--- config.mk ---
export PLATFORM = sky130hd
export DESIGN_NAME = prg_loader_flat
export DESIGN_NICKNAME = d
export VERILOG_FILES = /design/src/design/c16_mem_pkg.sv /design/src/design/mem_wr_if.sv /design/src/design/prg_loader.sv /design/src/flat_wrapper.sv
export SDC_FILE = /design/constraint.sdc
export NUM_CORES = 1
export LEC_CHECK = 0
export BUFFER_PORTS_ARGS = -buffer_cell sky130_fd_sc_hd__buf_2
export CAP_MARGIN = 20
export CORE_ASPECT_RATIO = 0.9
export CORE_UTILIZATION = 54
export DETAILED_ROUTE_END_ITERATION = 10
export PLACE_DENSITY = 0.8
export SYNTH_ARGS = -nofsm -noshare
export SYNTH_HDL_FRONTEND = slang
export SYNTH_SLANG_ARGS = --single-unit
--- constraint.sdc ---
create_clock -name clk_sys -period 3.85 [get_ports clk_sys]
set_clock_uncertainty 0.1 [all_clocks]
set_input_delay 0.77 -clock clk_sys [delete_from_list [all_inputs] [get_ports clk_sys]]
set_output_delay 0.77 -clock clk_sys [all_outputs]
set_load 0.03 [all_outputs]
--- src/design/c16_mem_pkg.sv ---
`default_nettype none
//////////////////////////////
// Shared definitions for the C16/Plus 4 memory core
// Widths, download indices, address constants and
// the chip-select and memory-source types
//////////////////////////////

package c16_mem_pkg;

	localparam int CPU_AW    = 16;
	localparam int DL_AW     = 17;
	localparam int ROM_AW    = 14;
	localparam int DL_IDX_W  = 8;
	localparam int RAM_DEPTH = 1 << CPU_AW;
	localparam int ROM_DEPTH = 1 << ROM_AW;
	localparam int ROM_BANKS = 6;

	typedef logic [7:0]        byte_t;
	typedef logic [CPU_AW-1:0] cpu_addr_t;
	typedef logic [DL_AW-1:0]  dl_addr_t;

	//////////////////////////////
	// Download stream indices
	//////////////////////////////
	localparam logic [DL_IDX_W-1:0] DL_IDX_ROM  = 8'd0;
	localparam logic [DL_IDX_W-1:0] DL_IDX_PRG  = 8'd1;
	localparam logic [DL_IDX_W-1:0] DL_IDX_CART = 8'd2;

	// I/O page of the Plus 4 ROM bank register
	localparam logic [11:0] BANK_REG_PAGE = 12'hFDD;
	localparam logic [7:0]  KERNAL_PAGE   = 8'hFC;
	localparam byte_t       OPEN_BUS      = 8'hFF;

	// BASIC start and end pointers patched after a program load
	localparam cpu_addr_t PRG_PTR_ADDR [0:7] = '{
		16'h002D, 16'h002E, 16'h002F, 16'h0030,
		16'h0031, 16'h0032, 16'h009D, 16'h009E
	};

	typedef enum logic [1:0] {
		SEL_RAM,
		SEL_CS0,
		SEL_CS1,
		SEL_IO
	} cpu_sel_t;

	// ROM banks sit at 1..6 so that bank index is source minus one
	typedef enum logic [2:0] {
		SRC_RAM,
		SRC_KERNAL,
		SRC_BASIC,
		SRC_FUNC_LO,
		SRC_FUNC_HI,
		SRC_CART_LO,
		SRC_CART_HI,
		SRC_NONE
	} mem_src_t;

endpackage

`default_nettype wire
--- src/design/mem_wr_if.sv ---
`timescale 1ns/1ns
`default_nettype none
//////////////////////////////
// Loader write port into the memory store
//////////////////////////////

interface mem_wr_if
	import c16_mem_pkg::*;
();

	logic      wr;
	mem_src_t  src;
	cpu_addr_t addr;
	byte_t     data;

	// Write lands on the edge where wr is high
	modport driver (
		output wr, src, addr, data
	);

	modport store (
		input  wr, src, addr, data
	);

endinterface

`default_nettype wire

--- src/design/prg_loader.sv ---
`timescale 1ns/1ns
`default_nettype none
//////////////////////////////
// Download stream loader
// Program files go to RAM, firmware and cartridge
// images to the ROM banks, then BASIC pointer patch
//////////////////////////////

module prg_loader
	import c16_mem_pkg::*;
(
	input  wire                clk_sys,
	input  wire                reset,
	input  wire                dl_active_i,
	input  wire [DL_IDX_W-1:0] dl_index_i,
	input  wire                dl_wr_i,
	input  wire dl_addr_t      dl_addr_i,
	input  wire byte_t         dl_data_i,
	output logic               dl_busy_o,
	mem_wr_if.driver           wr_o
);

	logic      active_q;
	logic [3:0] seq_q;
	logic      busy_q;
	logic      wr_q;
	mem_src_t  src_q;
	cpu_addr_t addr_q;
	byte_t     data_q;
	cpu_addr_t run_addr;
	mem_src_t  rom_src;
	logic [2:0] slot;
	logic      prg_mode;
	logic      prg_done;
	logic      dl_byte;

	assign slot     = dl_addr_i[DL_AW-1:ROM_AW];
	assign prg_mode = (dl_index_i == DL_IDX_PRG);
	assign prg_done = active_q & ~dl_active_i & prg_mode;
	assign dl_byte  = dl_active_i & dl_wr_i;

	// 16 KB slot to ROM bank
	always_comb begin
		rom_src = SRC_NONE;
		case (dl_index_i)
			DL_IDX_ROM: begin
				case (slot)
					3'd1: rom_src = SRC_KERNAL;
					3'd2: rom_src = SRC_BASIC;
					3'd3: rom_src = SRC_FUNC_LO;
					3'd4: rom_src = SRC_FUNC_HI;
					default: rom_src = SRC_NONE;
				endcase
			end
			DL_IDX_CART: begin
				case (slot)
					3'd0: rom_src = SRC_CART_LO;
					3'd1: rom_src = SRC_CART_HI;
					default: rom_src = SRC_NONE;
				endcase
			end
			default: rom_src = SRC_NONE;
		endcase
	end

	//////////////////////////////
	// Control and pointer sequencer
	//////////////////////////////
	always_ff @(posedge clk_sys) begin
		if (reset) begin
			active_q <= 1'b0;
			seq_q    <= 4'd0;
			busy_q   <= 1'b0;
			wr_q     <= 1'b0;
		end else begin
			active_q <= dl_active_i;
			wr_q     <= 1'b0;
			if (prg_done) begin
				seq_q  <= 4'd1;
				busy_q <= 1'b1;
			end else if (seq_q != 4'd0) begin
				seq_q <= seq_q + 4'd1;
			end else begin
				// Held one extra cycle so the last pointer write lands
				busy_q <= 1'b0;
			end
			if (seq_q[0]) begin
				wr_q <= 1'b1;
			end else if (dl_byte) begin
				if (prg_mode)
					wr_q <= (dl_addr_i > dl_addr_t'(1));
				else
					wr_q <= (rom_src != SRC_NONE);
			end
		end
	end

	//////////////////////////////
	// Write payload and running address
	//////////////////////////////
	always_ff @(posedge clk_sys) begin
		if (seq_q[0]) begin
			src_q  <= SRC_RAM;
			addr_q <= PRG_PTR_ADDR[seq_q[3:1]];
			data_q <= seq_q[1] ? run_addr[15:8] : run_addr[7:0];
		end else if (dl_byte) begin
			if (prg_mode) begin
				// Two-byte little-endian load address first
				if (dl_addr_i == dl_addr_t'(0)) begin
					run_addr[7:0] <= dl_data_i;
				end else if (dl_addr_i == dl_addr_t'(1)) begin
					run_addr[15:8] <= dl_data_i;
				end else begin
					src_q    <= SRC_RAM;
					addr_q   <= run_addr;
					data_q   <= dl_data_i;
					run_addr <= run_addr + cpu_addr_t'(1);
				end
			end else begin
				src_q  <= rom_src;
				addr_q <= CPU_AW'(dl_addr_i[ROM_AW-1:0]);
				data_q <= dl_data_i;
			end
		end
	end

	assign wr_o.wr   = wr_q;
	assign wr_o.src  = src_q;
	assign wr_o.addr = addr_q;
	assign wr_o.data = data_q;
	assign dl_busy_o = busy_q;

endmodule

`default_nettype wire

--- src/flat_wrapper.sv ---
// flat-port wrapper written by rule: the top's interface ports become plain ports
module prg_loader_flat import c16_mem_pkg::*;
  (clk_sys, reset, dl_active_i, dl_index_i, dl_wr_i, dl_addr_i, dl_data_i, dl_busy_o, wr_o_wr, wr_o_src, wr_o_addr, wr_o_data);
  mem_wr_if wr_o_i ();
  input  wire clk_sys;
  input  wire reset;
  input  wire dl_active_i;
  input  wire [DL_IDX_W-1:0] dl_index_i;
  input  wire dl_wr_i;
  input  wire dl_addr_t dl_addr_i;
  input  wire byte_t dl_data_i;
  output logic dl_busy_o;
  output wire logic [$bits(wr_o_i.wr)-1:0] wr_o_wr;
  output wire logic [$bits(wr_o_i.src)-1:0] wr_o_src;
  output wire logic [$bits(wr_o_i.addr)-1:0] wr_o_addr;
  output wire logic [$bits(wr_o_i.data)-1:0] wr_o_data;
  assign wr_o_wr = wr_o_i.wr;
  assign wr_o_src = wr_o_i.src;
  assign wr_o_addr = wr_o_i.addr;
  assign wr_o_data = wr_o_i.data;
  prg_loader u_core (.clk_sys(clk_sys), .reset(reset), .dl_active_i(dl_active_i), .dl_index_i(dl_index_i), .dl_wr_i(dl_wr_i), .dl_addr_i(dl_addr_i), .dl_data_i(dl_data_i), .dl_busy_o(dl_busy_o), .wr_o(wr_o_i));
endmodule
==> results.yml <==
routing:
  dr.pass1.iters: 4
  drt_iter0_markers: 151
  via_count: 2261
  viasPerCell: 5.77
  post_drt_wl_per_cell_um: 16.3
  drcViolationCount: 0
  totalWireLength_um: 6380
  ant_nets: 0
power_and_ir_drop:
  power.leakage_nw: 1.34
  p_comb_frac: 0.322
  switching_power_uw: 587
  ir_drop_mv: 0.275
  power.internal_mw: 1.05
  powerDensity_nw_per_um2: 487
  finalPower_mw: 1.64
  swShare: 0.358
  pwr-share-clk: 0.228
  seqPwrFrac: 0.449
timing:
  fmax_mhz: 360
  rsz0062_at_grt: "no"
  setup_viol: 0
  setup-tns-final_ps: 0
  max_slew.worst_pin.slew_ps: 745
  max_slew_margin: 0.503
  hold_violations: 0
  slew_viol_final: 0
  period_share: 0.721
  final.min_clock_period_ps: 2770
setup_path:
  setup.worst_path.end_class: "flop"
  crit_fanout: 9
  crit_type: "primary input to flop"
  critPathLaunchType: "primary input"
  crit_arrival_ps: 2750
  required_ps: 3820
grt:
  track_usage: 0.239
  antenna_found_initial: 0
  grt_max_degree: 34
  grt_pass1_wl_um: 10100
  overflow: 0
  grt_pass1_vias: 2048
clock_network:
  cts-resized-gates: 0
  cts_buffer_depth: 2
  hold_buffers: 0
  clk_latency_ps: 310
  clock-sinks: 50
  cts_tree: "done"
  htree_levels: 2
  clockRootBuffer: "clkbuf_8"
  clk_pin_slew_ps: 100
  cts_setup_buffers: 0
  cts_buffers: 5
synthesis:
  synth.distinct_cells: 49
  synthCells: 264
  yosys_most_used_dff: "edfxtp_1"
  syn_area_um2: 2890
  avgSynthCellArea_um2: 11.0
  synth_area_leaders: "edfxtp_1 (42%), dfxtp_1 (6.9%), mux2i_1 (5.2%), a21oi_1 (3.8%), nand2_1 (3.8%)"
  async_reset_ff_frac: 0
  synth.largest_area_cell: "edfxtp_1"
  ys_seq_area_frac: 0.484
  synth_edf_count: 40
  ys_ff_latch: 50
  yosys_warnings: 0
  synth_top_area_share: 0.415
  synth_nets: 306
die:
  die-area_um2: 5650
  ios: 66
  start_util: 0.580
  die_w_um: 79.2
  core-area_um2: 4980
  fp.dieH_um: 71.4
  rows: 24
hold_path:
  hp-class: "flop to flop"
layout:
  drive_gt1_frac: 0.324
  area_delta_synth_final_pct: 16.3
  final_cell_mix: "buf_2 (65), edfxtp_1 (40), nand2_1 (29)"
  final_common_cell: "buf_2"
  final_nets: 368
  diodes: 0
  fillers: 413
job:
  maxCapViolations: 0
placed_design:
  place_hpwl_um: 4750
  gp_congestion: 0.869
  port_buffers: 65
status:
  status: "finished clean"
[worst max-delay path, stage by stage]
cell     delay [ps]
buf_2           110
or4_4           540
nor4_4          380
and3b_1         600
mux2_4          350
[power groups by stage]
| stage | clock network (mW) | registers [mW] | logic [mW] |
|---|---|---|---|
| after global placement | 0 | 0.747 | 0.519 |
| after global routing | 0.400 | 0.746 | 0.567 |
| after CTS | 0.380 | 0.739 | 0.528 |
| final | 0.374 | 0.737 | 0.528 |
| after floorplan | 0 | 0.928 | 0.188 |
| after detailed placement | 0 | 0.751 | 0.528 |
[per-stage QoR]
stage	std cells	util	hold WS, ps	setup slack (ps)	instance area (um2)
2_1_floorplan	264	-	375	889	2890
3_3_place_gp	384	0.652	356	782	3250
3_5_place_dp	384	0.652	368	752	3250
4_1_cts	392	0.675	382	1090	3360
5_1_grt	392	0.675	413	1000	3360
6_report	392	0.675	375	1080	3360
[state kept, by name (all words and copies together) (netlist names)]
| signal | cells |
|---|---|
| u_core.active_q | 1 |
| u_core.dl_busy_o | 1 |
| u_core.run_addr | 16 |
| u_core.seq_q | 4 |
| u_core.wr_o.addr | 16 |
| u_core.wr_o.data | 8 |
| u_core.wr_o.src | 3 |
| u_core.wr_o.wr | 1 |
[synthesized netlist by cell type, drive strengths merged, types with 6 or more instances]
cell type / instances
edfxtp: 40
nand2: 29
a21oi: 22
nor2: 18
mux2i: 15
mux2: 14
xor2: 11
dfxtp: 10
inv: 9
nor3: 9
buf: 8
nor4: 8
clkbuf: 7
xnor2: 7
nand3: 6
[logic make-up (layout without fill, tap and decap cells)]
| kind of cell | Yosys count | in the layout | share of synthesized area |
|---|---|---|---|
| AOI/OAI and AO/OA | 41 | 41 | 0.0852 |
| DFF | 50 | 50 | 0.484 |
| buffers and inverters | 25 | 88 | 0.0437 |
| muxes | 29 | 29 | 0.115 |
| and+or+nand+nor | 96 | 96 | 0.195 |
| adders and majority gates | 5 | 5 | 0.0216 |
| xor gates and xnor gates | 18 | 18 | 0.0545 |
[final cells by class]
type	instances	area, um2	share of cell area
Clock inverter	1	8.76	0.00260
Inverter	10	37.5	0.0112
Clock buffer	7	108	0.0320
Timing Repair Buffer	70	363	0.108
Multi-Input combinational cell	189	1370	0.406
Sequential cell	50	1400	0.417
Tap cell	65	81.3	0.0242
[per-layer routing]
layer / vias up / track usage / part of all wire
li1: 1097 / - / -
met1: 1054 / 0.345 / 0.47
met2: 98 / 0.354 / 0.44
met3: 12 / 0.0408 / 0.069
met4: 0 / 0.103 / 0.017
met5: - / 0 / 0
[worst paths after layout]
path	start	endpoint	slack [ps]	depth (start not counted)
max	dl_addr_i[12]	u_core.run_addr[3]	1080	5
min	u_core.dl_busy_o	u_core.dl_busy_o	370	2
max reg2reg	u_core.seq_q[0]	u_core.seq_q[1]	1760	7
min reg2reg	u_core.dl_busy_o	u_core.dl_busy_o	370	2
No activity file was read; power rests on OpenSTA's default activity.
