**src/design/c16_mem_pkg.sv**
```systemverilog
`default_nettype none
//////////////////////////////
// Shared definitions for the C16/Plus 4 memory core
// Widths, download indices, address constants and
// the chip-select and memory-source types
//////////////////////////////

package c16_mem_pkg;

	localparam int CPU_AW    = 16;
	localparam int DL_AW     = 17;
	localparam int ROM_AW    = 14;
	localparam int DL_IDX_W  = 8;
	localparam int RAM_DEPTH = 1 << CPU_AW;
	localparam int ROM_DEPTH = 1 << ROM_AW;
	localparam int ROM_BANKS = 6;

	typedef logic [7:0]        byte_t;
	typedef logic [CPU_AW-1:0] cpu_addr_t;
	typedef logic [DL_AW-1:0]  dl_addr_t;

	//////////////////////////////
	// Download stream indices
	//////////////////////////////
	localparam logic [DL_IDX_W-1:0] DL_IDX_ROM  = 8'd0;
	localparam logic [DL_IDX_W-1:0] DL_IDX_PRG  = 8'd1;
	localparam logic [DL_IDX_W-1:0] DL_IDX_CART = 8'd2;

	// I/O page of the Plus 4 ROM bank register
	localparam logic [11:0] BANK_REG_PAGE = 12'hFDD;
	localparam logic [7:0]  KERNAL_PAGE   = 8'hFC;
	localparam byte_t       OPEN_BUS      = 8'hFF;

	// BASIC start and end pointers patched after a program load
	localparam cpu_addr_t PRG_PTR_ADDR [0:7] = '{
		16'h002D, 16'h002E, 16'h002F, 16'h0030,
		16'h0031, 16'h0032, 16'h009D, 16'h009E
	};

	typedef enum logic [1:0] {
		SEL_RAM,
		SEL_CS0,
		SEL_CS1,
		SEL_IO
	} cpu_sel_t;

	// ROM banks sit at 1..6 so that bank index is source minus one
	typedef enum logic [2:0] {
		SRC_RAM,
		SRC_KERNAL,
		SRC_BASIC,
		SRC_FUNC_LO,
		SRC_FUNC_HI,
		SRC_CART_LO,
		SRC_CART_HI,
		SRC_NONE
	} mem_src_t;

endpackage

`default_nettype wire
```
**src/design/cpu_acc_if.sv**
```systemverilog
`timescale 1ns/1ns
`default_nettype none
//////////////////////////////
// Decoded CPU access into the memory store
//////////////////////////////

interface cpu_acc_if
	import c16_mem_pkg::*;
();

	logic      stb;
	logic      we;
	mem_src_t  src;
	cpu_addr_t addr;
	byte_t     wdata;

	// Read data returns one cycle after stb
	modport driver (
		output stb, we, src, addr, wdata
	);

	modport store (
		input  stb, we, src, addr, wdata
	);

endinterface

`default_nettype wire

```
**src/design/rom_bank_ctrl.sv**
```systemverilog
`timescale 1ns/1ns
`default_nettype none
//////////////////////////////
// Model latch, Plus 4 bank register and
// CPU access to memory source decode
//////////////////////////////

module rom_bank_ctrl
	import c16_mem_pkg::*;
(
	input  wire            clk_sys,
	input  wire            reset,
	input  wire            plus4_i,
	input  wire            cpu_stb_i,
	input  wire            cpu_rnw_i,
	input  wire cpu_sel_t  cpu_sel_i,
	input  wire cpu_addr_t cpu_addr_i,
	input  wire byte_t     cpu_wdata_i,
	cpu_acc_if.driver      acc_o
);

	logic       model_q;
	logic [1:0] lo_sel_q;
	logic [1:0] hi_sel_q;
	logic       bank_wr;
	logic       kern_page;
	mem_src_t   src;

	// Any write into the FDDx page sets the register from the address
	assign bank_wr = model_q & cpu_stb_i & ~cpu_rnw_i &
		(cpu_sel_i == SEL_IO) & (cpu_addr_i[15:4] == BANK_REG_PAGE);

	assign kern_page = (cpu_addr_i[15:8] == KERNAL_PAGE);

	always_ff @(posedge clk_sys) begin
		if (reset) begin
			model_q  <= plus4_i;
			lo_sel_q <= 2'd0;
			hi_sel_q <= 2'd0;
		end else if (bank_wr) begin
			hi_sel_q <= cpu_addr_i[3:2];
			lo_sel_q <= cpu_addr_i[1:0];
		end
	end

	//////////////////////////////
	// Source decode
	//////////////////////////////
	always_comb begin
		src = SRC_NONE;
		case (cpu_sel_i)
			SEL_RAM: src = SRC_RAM;
			SEL_CS0: begin
				case (lo_sel_q)
					2'd0: src = SRC_BASIC;
					2'd1: src = SRC_CART_LO;
					2'd2: src = SRC_FUNC_LO;
					default: src = SRC_NONE;
				endcase
			end
			SEL_CS1: begin
				// Kernal page is always visible
				if (kern_page || hi_sel_q == 2'd0) begin
					src = SRC_KERNAL;
				end else begin
					case (hi_sel_q)
						2'd1: src = SRC_CART_HI;
						2'd2: src = SRC_FUNC_HI;
						default: src = SRC_NONE;
					endcase
				end
			end
			default: src = SRC_NONE;
		endcase
	end

	// Only RAM takes writes
	assign acc_o.stb   = cpu_stb_i & (cpu_rnw_i | (src == SRC_RAM));
	assign acc_o.we    = ~cpu_rnw_i;
	assign acc_o.src   = src;
	assign acc_o.addr  = cpu_addr_i;
	assign acc_o.wdata = cpu_wdata_i;

endmodule

`default_nettype wire

```
**src/flat_wrapper.sv**
```systemverilog
// flat-port wrapper written by rule: the top's interface ports become plain ports
module rom_bank_ctrl_flat import c16_mem_pkg::*;
  (clk_sys, reset, plus4_i, cpu_stb_i, cpu_rnw_i, cpu_sel_i, cpu_addr_i, cpu_wdata_i, acc_o_stb, acc_o_we, acc_o_src, acc_o_addr, acc_o_wdata);
  cpu_acc_if acc_o_i ();
  input  wire clk_sys;
  input  wire reset;
  input  wire plus4_i;
  input  wire cpu_stb_i;
  input  wire cpu_rnw_i;
  input  wire cpu_sel_t cpu_sel_i;
  input  wire cpu_addr_t cpu_addr_i;
  input  wire byte_t cpu_wdata_i;
  output wire logic [$bits(acc_o_i.stb)-1:0] acc_o_stb;
  output wire logic [$bits(acc_o_i.we)-1:0] acc_o_we;
  output wire logic [$bits(acc_o_i.src)-1:0] acc_o_src;
  output wire logic [$bits(acc_o_i.addr)-1:0] acc_o_addr;
  output wire logic [$bits(acc_o_i.wdata)-1:0] acc_o_wdata;
  assign acc_o_stb = acc_o_i.stb;
  assign acc_o_we = acc_o_i.we;
  assign acc_o_src = acc_o_i.src;
  assign acc_o_addr = acc_o_i.addr;
  assign acc_o_wdata = acc_o_i.wdata;
  rom_bank_ctrl u_core (.clk_sys(clk_sys), .reset(reset), .plus4_i(plus4_i), .cpu_stb_i(cpu_stb_i), .cpu_rnw_i(cpu_rnw_i), .cpu_sel_i(cpu_sel_i), .cpu_addr_i(cpu_addr_i), .cpu_wdata_i(cpu_wdata_i), .acc_o(acc_o_i));
endmodule
```
**config.mk**
```make
export PLATFORM = sky130hd
export DESIGN_NAME = rom_bank_ctrl_flat
export DESIGN_NICKNAME = d
export VERILOG_FILES = /design/src/design/c16_mem_pkg.sv /design/src/design/cpu_acc_if.sv /design/src/design/rom_bank_ctrl.sv /design/src/flat_wrapper.sv
export SDC_FILE = /design/constraint.sdc
export NUM_CORES = 1
export LEC_CHECK = 0
export ABC_AREA = 1
export BUFFER_PORTS_ARGS = -buffer_cell sky130_fd_sc_hd__buf_2
export CORE_MARGIN = 5
export CORE_UTILIZATION = 35
export CTS_BUF_LIST = sky130_fd_sc_hd__clkbuf_2 sky130_fd_sc_hd__clkbuf_4 sky130_fd_sc_hd__clkbuf_8
export DETAILED_ROUTE_END_ITERATION = 7
export GPL_TIMING_DRIVEN = 1
export MAX_ROUTING_LAYER = met4
export PLACE_DENSITY = 0.81
export SLEW_MARGIN = 20
export SYNTH_ARGS = -nofsm -noshare
export SYNTH_HDL_FRONTEND = slang
export SYNTH_SLANG_ARGS = --single-unit
```
**constraint.sdc**
```tcl
create_clock -name clk_sys -period 1.8 [get_ports clk_sys]
set_input_delay 0.45 -clock clk_sys [delete_from_list [all_inputs] [get_ports clk_sys]]
set_output_delay 0.45 -clock clk_sys [all_outputs]
set_load 0.01 [all_outputs]
```
==> results of run 1 <==
-- metrics by stage --
step	cell area (µm²)	hold slack, ns	power (mW)
after floorplan	593.1	0.4512	0.2048
final	752.0	0.3842	0.3734
after CTS	740.7	0.3766	0.3771
after detailed placement	670.6	0.4839	0.2251
after global routing	752.0	0.3816	0.3950
after global placement	670.6	0.4701	0.2231
-- area by class of cell --
type / count / area (µm²)
fillers: 148 / 807.0
clock buffers: 4 / 30.03
well taps: 16 / 20.02
flip-flops and latches: 5 / 111.4
multi-input cells: 38 / 279.0
inverters: 14 / 52.55
repair buffers: 48 / 259.0
-- layout by cell type, fill, tap and decap left out, drive strengths merged --
cell type  instances
a31oi              1
nand4              1
dfxtp              4
nand2              9
clkbuf             4
buf               48
ha                 2
nor2               6
a21oi              6
nor3               2
o31ai              1
edfxtp             1
nand3              5
o21ai              5
inv               14
-- synth_stat cells (2+ instances only) --
| cell type | instances | share of area [%] |
|---|---|---|
| ha_1 | 2 | 4.2 |
| nand2_2 | 5 | 5.3 |
| inv_2 | 2 | 1.3 |
| inv_1 | 12 | 7.6 |
| nand2_1 | 4 | 2.5 |
| buf_4 | 24 | 30 |
| nand3_1 | 4 | 3.4 |
| a21oi_1 | 4 | 3.4 |
| o21ai_1 | 4 | 3.4 |
| dfxtp_1 | 4 | 14 |
| a21oi_2 | 2 | 3.0 |
| nor2_2 | 4 | 4.2 |
-- state kept, by name, indices dropped and copies added (netlist names) --
register	cells
u_core.hi_sel_q	2
u_core.lo_sel_q	2
u_core.model_q	1
-- critical path: stages, from the launching register on --
cell	delay [ns]
dfxtp_2	0.33
inv_2	0.05
ha_4	0.26
nand3_2	0.08
a21oi_2	0.14
nand2_1	0.08
a21oi_2	0.10
buf_2	0.13
-- final timing paths --
| check | cells after the start | slack, ns | to | from |
|---|---|---|---|---|
| setup / recovery | 7 | -0.06 | acc_o_stb | u_core.hi_sel_q[1] |
| hold / removal | 1 | 0.38 | u_core.model_q | plus4_i |
| setup reg to reg | 5 | 0.83 | u_core.lo_sel_q[0] | u_core.model_q |
| hold reg to reg | 2 | 0.49 | u_core.hi_sel_q[0] | u_core.hi_sel_q[0] |
-- power groups by stage --
| stage | Clock, mW | Combinational [mW] | Sequential (mW) |
|---|---|---|---|
| 2_1_floorplan | 0 | 0.0858 | 0.119 |
| 3_3_place_gp | 0 | 0.104 | 0.119 |
| 3_5_place_dp | 0 | 0.106 | 0.119 |
| 4_1_cts | 0.148 | 0.112 | 0.117 |
| 5_1_grt | 0.153 | 0.124 | 0.117 |
| 6_report | 0.143 | 0.113 | 0.117 |
-- metal layers --
metal / track usage, % / up-vias / routed length (µm)
met5: - / - / 0
met4: 8.520 / 0 / 55
met3: 2.035 / 5 / 140
met2: 23.39 / 31 / 772
met1: 10.54 / 258 / 517
li1: - / 290 / -
-- kinds of logic (layout without fill, tap and decap cells) --
kind of cell,Yosys count,in the layout
buffers and inverters,38,66
and+or+nand+nor,23,23
AOI/OAI and AO/OA,13,13
DFF,5,5
adders and majority gates,2,2
-- timing repair --
| action | in CTS | in global routing |
|---|---|---|
| buffers inserted | 2 | 0 |
| pin swaps | 2 | 1 |
| endpoints found under the setup margin | 1 | 2 |
| hold buffers | 0 | 0 |
| gates resized for setup | 7 | 2 |
==> results_dict.tcl, run 1 <==
set metrics [dict create \
    row_count 14 \
    yosys.area_share.adder_pct 4.219 \
    skew_ns 0.002343 \
    hold_class "in2reg" \
    post-route-util_pct 48.23 \
    setup_viol 2 \
    p_sw_mw 0.1035 \
    hold_viol_final 0 \
    drive_gt1_share_pct 70.64 \
    power_frac_comb_pct 30.3 \
    postSynthCellCount 81 \
    synth_top_family_by_area "buffers and inverters" \
    clk_path_buf_depth 2 \
    outcome "finished with violations" \
    vias 584 \
    grt_pass1_vias 633 \
    postRouteAntennaNets 0 \
    instances_no_fill 125 \
    gr-total-overflow 0 \
    synth_xor_area_share_pct 0 \
    dr.first_iter.drc_count 2 \
    seq_power_share_pct 31.4 \
    synth.mux.area_fraction_pct 0 \
    avgSynthCellArea_um2 7.322 \
    pwr-share-clk_pct 38.3 \
    synth_warnings 0 \
    worstMarginPinSlew_ns 0.2268 \
    ys_seq_elements 5 \
    grt_use_total_pct 12.17 \
    nets 143 \
    cts_sinks 5 \
    violations "negative setup slack" \
    worstPathMaxFanout 2 \
    path_class "reg2out" \
    max_cap_violations 0 \
    synth_cell_types 22 \
    area_delta_synth_final_pct 26.79 \
    start_util_pct 38.04 \
    syn_nets 114 \
    place_congestion 0.7097 \
    async_reset_ff_share_pct 0 \
    vias_per_cell 4.672 \
    power.leakage_nw 0.3807 \
    p_per_area_nw_per_um2 496.6 \
    fmax_mhz 537.5 \
    n_antenna_cell 0 \
    hpwl_um 1226 \
    drt_wl_total_um 1485 \
    swShare_pct 27.73 \
    end_kind "output pin" \
    synth-edff-count 1 \
    routedWlPerCell_um 11.88 \
    crit_required_ns 1.35 \
    htreeDepth 1 \
    ys.flop_type "dfxtp_1" \
    grt_pass1_wl_um 2359 \
    drcViolationCount 0 \
    finalSetupTns_ns -0.06079 \
    clk_pin_slew_ns 0.04 \
    antenna_found_initial 0 \
    clk_latency_ns 0.24 \
    port_buffers 43 \
    synthesis.area_um2 593.1 \
    rsz0062_at_grt "yes" \
    period_share_pct 103.4 \
    ir_drop_mv 0.4062 \
    dieArea_um2 2618 \
    min_period_ns 1.860 \
    placed_cells 119 \
    arrival_ns 1.41 \
    num_io_pins 60 \
    first_pass_iters 4 \
    core_area_um2 1559 \
    die_x_um 51.17 \
    yosysSeqAreaShare_pct 18.57 \
    root_buffer "clkbuf_4" \
    startpoint_type "flop" \
    drv_slew 0 \
    fin_ws_ns -0.06036 \
    pre_cts_ws_ns -0.007701 \
    synth_compound_area_share_pct 13.71 \
    cts_buffers 3 \
    synthSimpleGateAreaFrac_pct 24.26 \
    grt_max_degree 9 \
    cts_tree "yes" \
    relSlewSlack_pct 84.76 \
    internal_power_mw 0.2699 \
    dieHeight_um 51.17 \
]
(Power assumes the default switching activity.)
==> inputs of run 2 (changes only) <==
==> constraint.sdc (replaced) <==
create_clock -name clk_sys -period 1.82 [get_ports clk_sys]
set_input_delay 0.364 -clock clk_sys [delete_from_list [all_inputs] [get_ports clk_sys]]
set_output_delay 0.364 -clock clk_sys [all_outputs]
set_load 0.01 [all_outputs]
==> run 2 against run 1 <==
  * The flow now finishes without violations
  * Combinational power is 11% lower
  * Clock power is essentially flat
  * Die area stayed put
  * First-iteration DRC count decreased by 50%
  * Global-route usage shrank 0.062 points
  * Non-clock buffer count is 4 lower
  * Register-to-register slack gained 0.03 ns
  * Design area decreased by 6.3%
  * Hold slack worse by 0.083 ns
  * Final cell count down 3.2%
  * Largest cell class unchanged
  * Largest power group unchanged
==> results_dict.tcl, run 2 (synthesis gave the netlist of run 1 again) <==
set metrics [dict create \
    hold_viol_final 0 \
    grt_pass1_wl_um 2359 \
    cts_sinks 5 \
    drt-met1-wl_um 477 \
    crit_chain "inv_2, ha_4, nand3_2, a21oi_2, nand2_1, a21oi_2, buf_2" \
    cts_buffers 3 \
    slowest_stage "dfxtp_2" \
    skew_ns 0.001039 \
    setup_viol 0 \
    rsz0062_at_grt "yes" \
    hp-start "plus4_i" \
    dieHeight_um 51.17 \
    clk_path_buf_depth 2 \
    met3_length_um 149 \
    gr-total-overflow 0 \
    grt_max_degree 9 \
    period_share_pct 97.70 \
    antenna_found_initial 0 \
    first_pass_iters 4 \
    swShare_pct 27.52 \
    crit_family "flip-flops" \
    drcViolationCount 0 \
    dr.first_iter.drc_count 1 \
    worstMarginPinSlew_ns 0.2366 \
    root_buffer "clkbuf_4" \
    vias_per_cell 4.521 \
    top_layer_used "met3" \
    p_sw_mw 0.09865 \
    clk_latency_ns 0.24 \
    filler_cell_count 171 \
    row_count 14 \
    end_kind "output pin" \
    num_io_pins 60 \
    grt_pass1_vias 591 \
    p_per_area_nw_per_um2 509.0 \
    hold_class "in2reg" \
    power_frac_comb_pct 28.3 \
    area_delta_synth_final_pct 18.78 \
    internal_power_mw 0.2599 \
    fmax_mhz 562.4 \
    seq_power_share_pct 32.3 \
    pwr-share-clk_pct 39.4 \
    relSlewSlack_pct 84.10 \
    wl_met2_um 762 \
    port_buffers 43 \
    cpMostUsedCell "a21oi_2" \
    nets 139 \
    outcome "completed" \
    hold_ws_ns 0.3007 \
    mostFrequentLayoutCells "buf_2 (43), inv_1 (10), nand2_2 (5)" \
    reg_top3 "u_core.hi_sel_q (2), u_core.lo_sel_q (2), u_core.model_q (1)" \
    arrival_ns 1.41 \
    cts_tree "yes" \
    core_area_um2 1559 \
    power_mw 0.3585 \
    dieArea_um2 2618 \
    vias 547 \
    clk_pin_slew_ns 0.04 \
    max_cap_violations 0 \
    routedWlPerCell_um 11.47 \
    die_x_um 51.17 \
    grt_use_total_pct 12.11 \
    drt_wl_total_um 1388 \
    crit_required_ns 1.46 \
    drv_slew 0 \
    crit_buf_inv 2 \
    start_util_pct 38.04 \
    finalSetupTns_ns 0 \
    worstPathMaxFanout 2 \
    power.leakage_nw 0.3597 \
    crit_path_max_incr_delay_ns 0.33 \
    cp-startpoint "u_core.hi_sel_q[1]" \
    cts_hold_buffers 0 \
    place_congestion 0.6788 \
    ir_drop_mv 0.2829 \
    startpoint_type "flop" \
    drive_gt1_share_pct 67.62 \
    final_common_cell "buf_2" \
    min_period_ns 1.778 \
    rr_startpoint "u_core.model_q" \
    hpwl_um 1205 \
    postRouteAntennaNets 0 \
    htreeDepth 1 \
    n_antenna_cell 0 \
    path_class "reg2out" \
]
-- run 2: changes by cell type in the layout (fill, tap and decap cells not counted), sizes merged --
cell / previous run / this run
buf: 48 / 44
-- run 2: power groups by stage --
stage / sequential [mW] / clock [mW] / combinational, mW
after floorplan: 0.118 / 0 / 0.0848
after CTS: 0.116 / 0.146 / 0.103
final: 0.116 / 0.141 / 0.101
after detailed placement: 0.118 / 0 / 0.100
after global placement: 0.118 / 0 / 0.0981
after global routing: 0.116 / 0.153 / 0.113
-- run 2: stage by stage --
stage	util, %	worst slack [ns]	instance area [µm²]	cells
global route	45.18	-0.05215	704.4	121
global placement	41.57	0.2098	648.1	116
floorplan	-	0.3913	593.1	81
detailed placement	41.57	0.1818	648.1	116
CTS	45.18	0.0001882	704.4	121
finish	45.18	0.04189	704.4	121
-- run 2: worst register-to-register path: stages (launching register included) --
cell and delay, ns:
edfxtp_1 0.32, nand3_1 0.09, nor2_2 0.13, nand2_2 0.11, o21ai_1 0.15, a21oi_1 0.05
-- run 2: layer usage --
layer / track usage (%) / vias to the layer above
met5: - / -
met4: 6.726 / 0
met3: 3.198 / 0
met2: 23.18 / 30
met1: 10.54 / 237
li1: - / 280
-- run 2: what timing repair did --
item | in CTS | in global routing
buffers inserted | 1 | 0
pin swaps | 2 | 2
gates resized for setup | 4 | 1
endpoints found under the setup margin | 1 | 2
-- run 2: final timing paths --
kind                        endpoint  slack (ns)  cells past startpoint
hold reg to reg   u_core.hi_sel_q[1]        0.49                      2
setup / recovery           acc_o_stb        0.04                      7
setup reg to reg  u_core.lo_sel_q[1]        0.86                      5
hold / removal        u_core.model_q        0.30                      1
-- run 2: cell type report --
| class | count | area, µm² | share of cell area [%] |
|---|---|---|---|
| Tap cell | 16 | 20.02 | 2.842 |
| Inverter | 14 | 52.55 | 7.460 |
| Clock buffer | 4 | 30.03 | 4.263 |
| Timing Repair Buffer | 44 | 222.7 | 31.62 |
| Sequential cell | 5 | 111.4 | 15.81 |
| Multi-Input combinational cell | 38 | 267.8 | 38.01 |
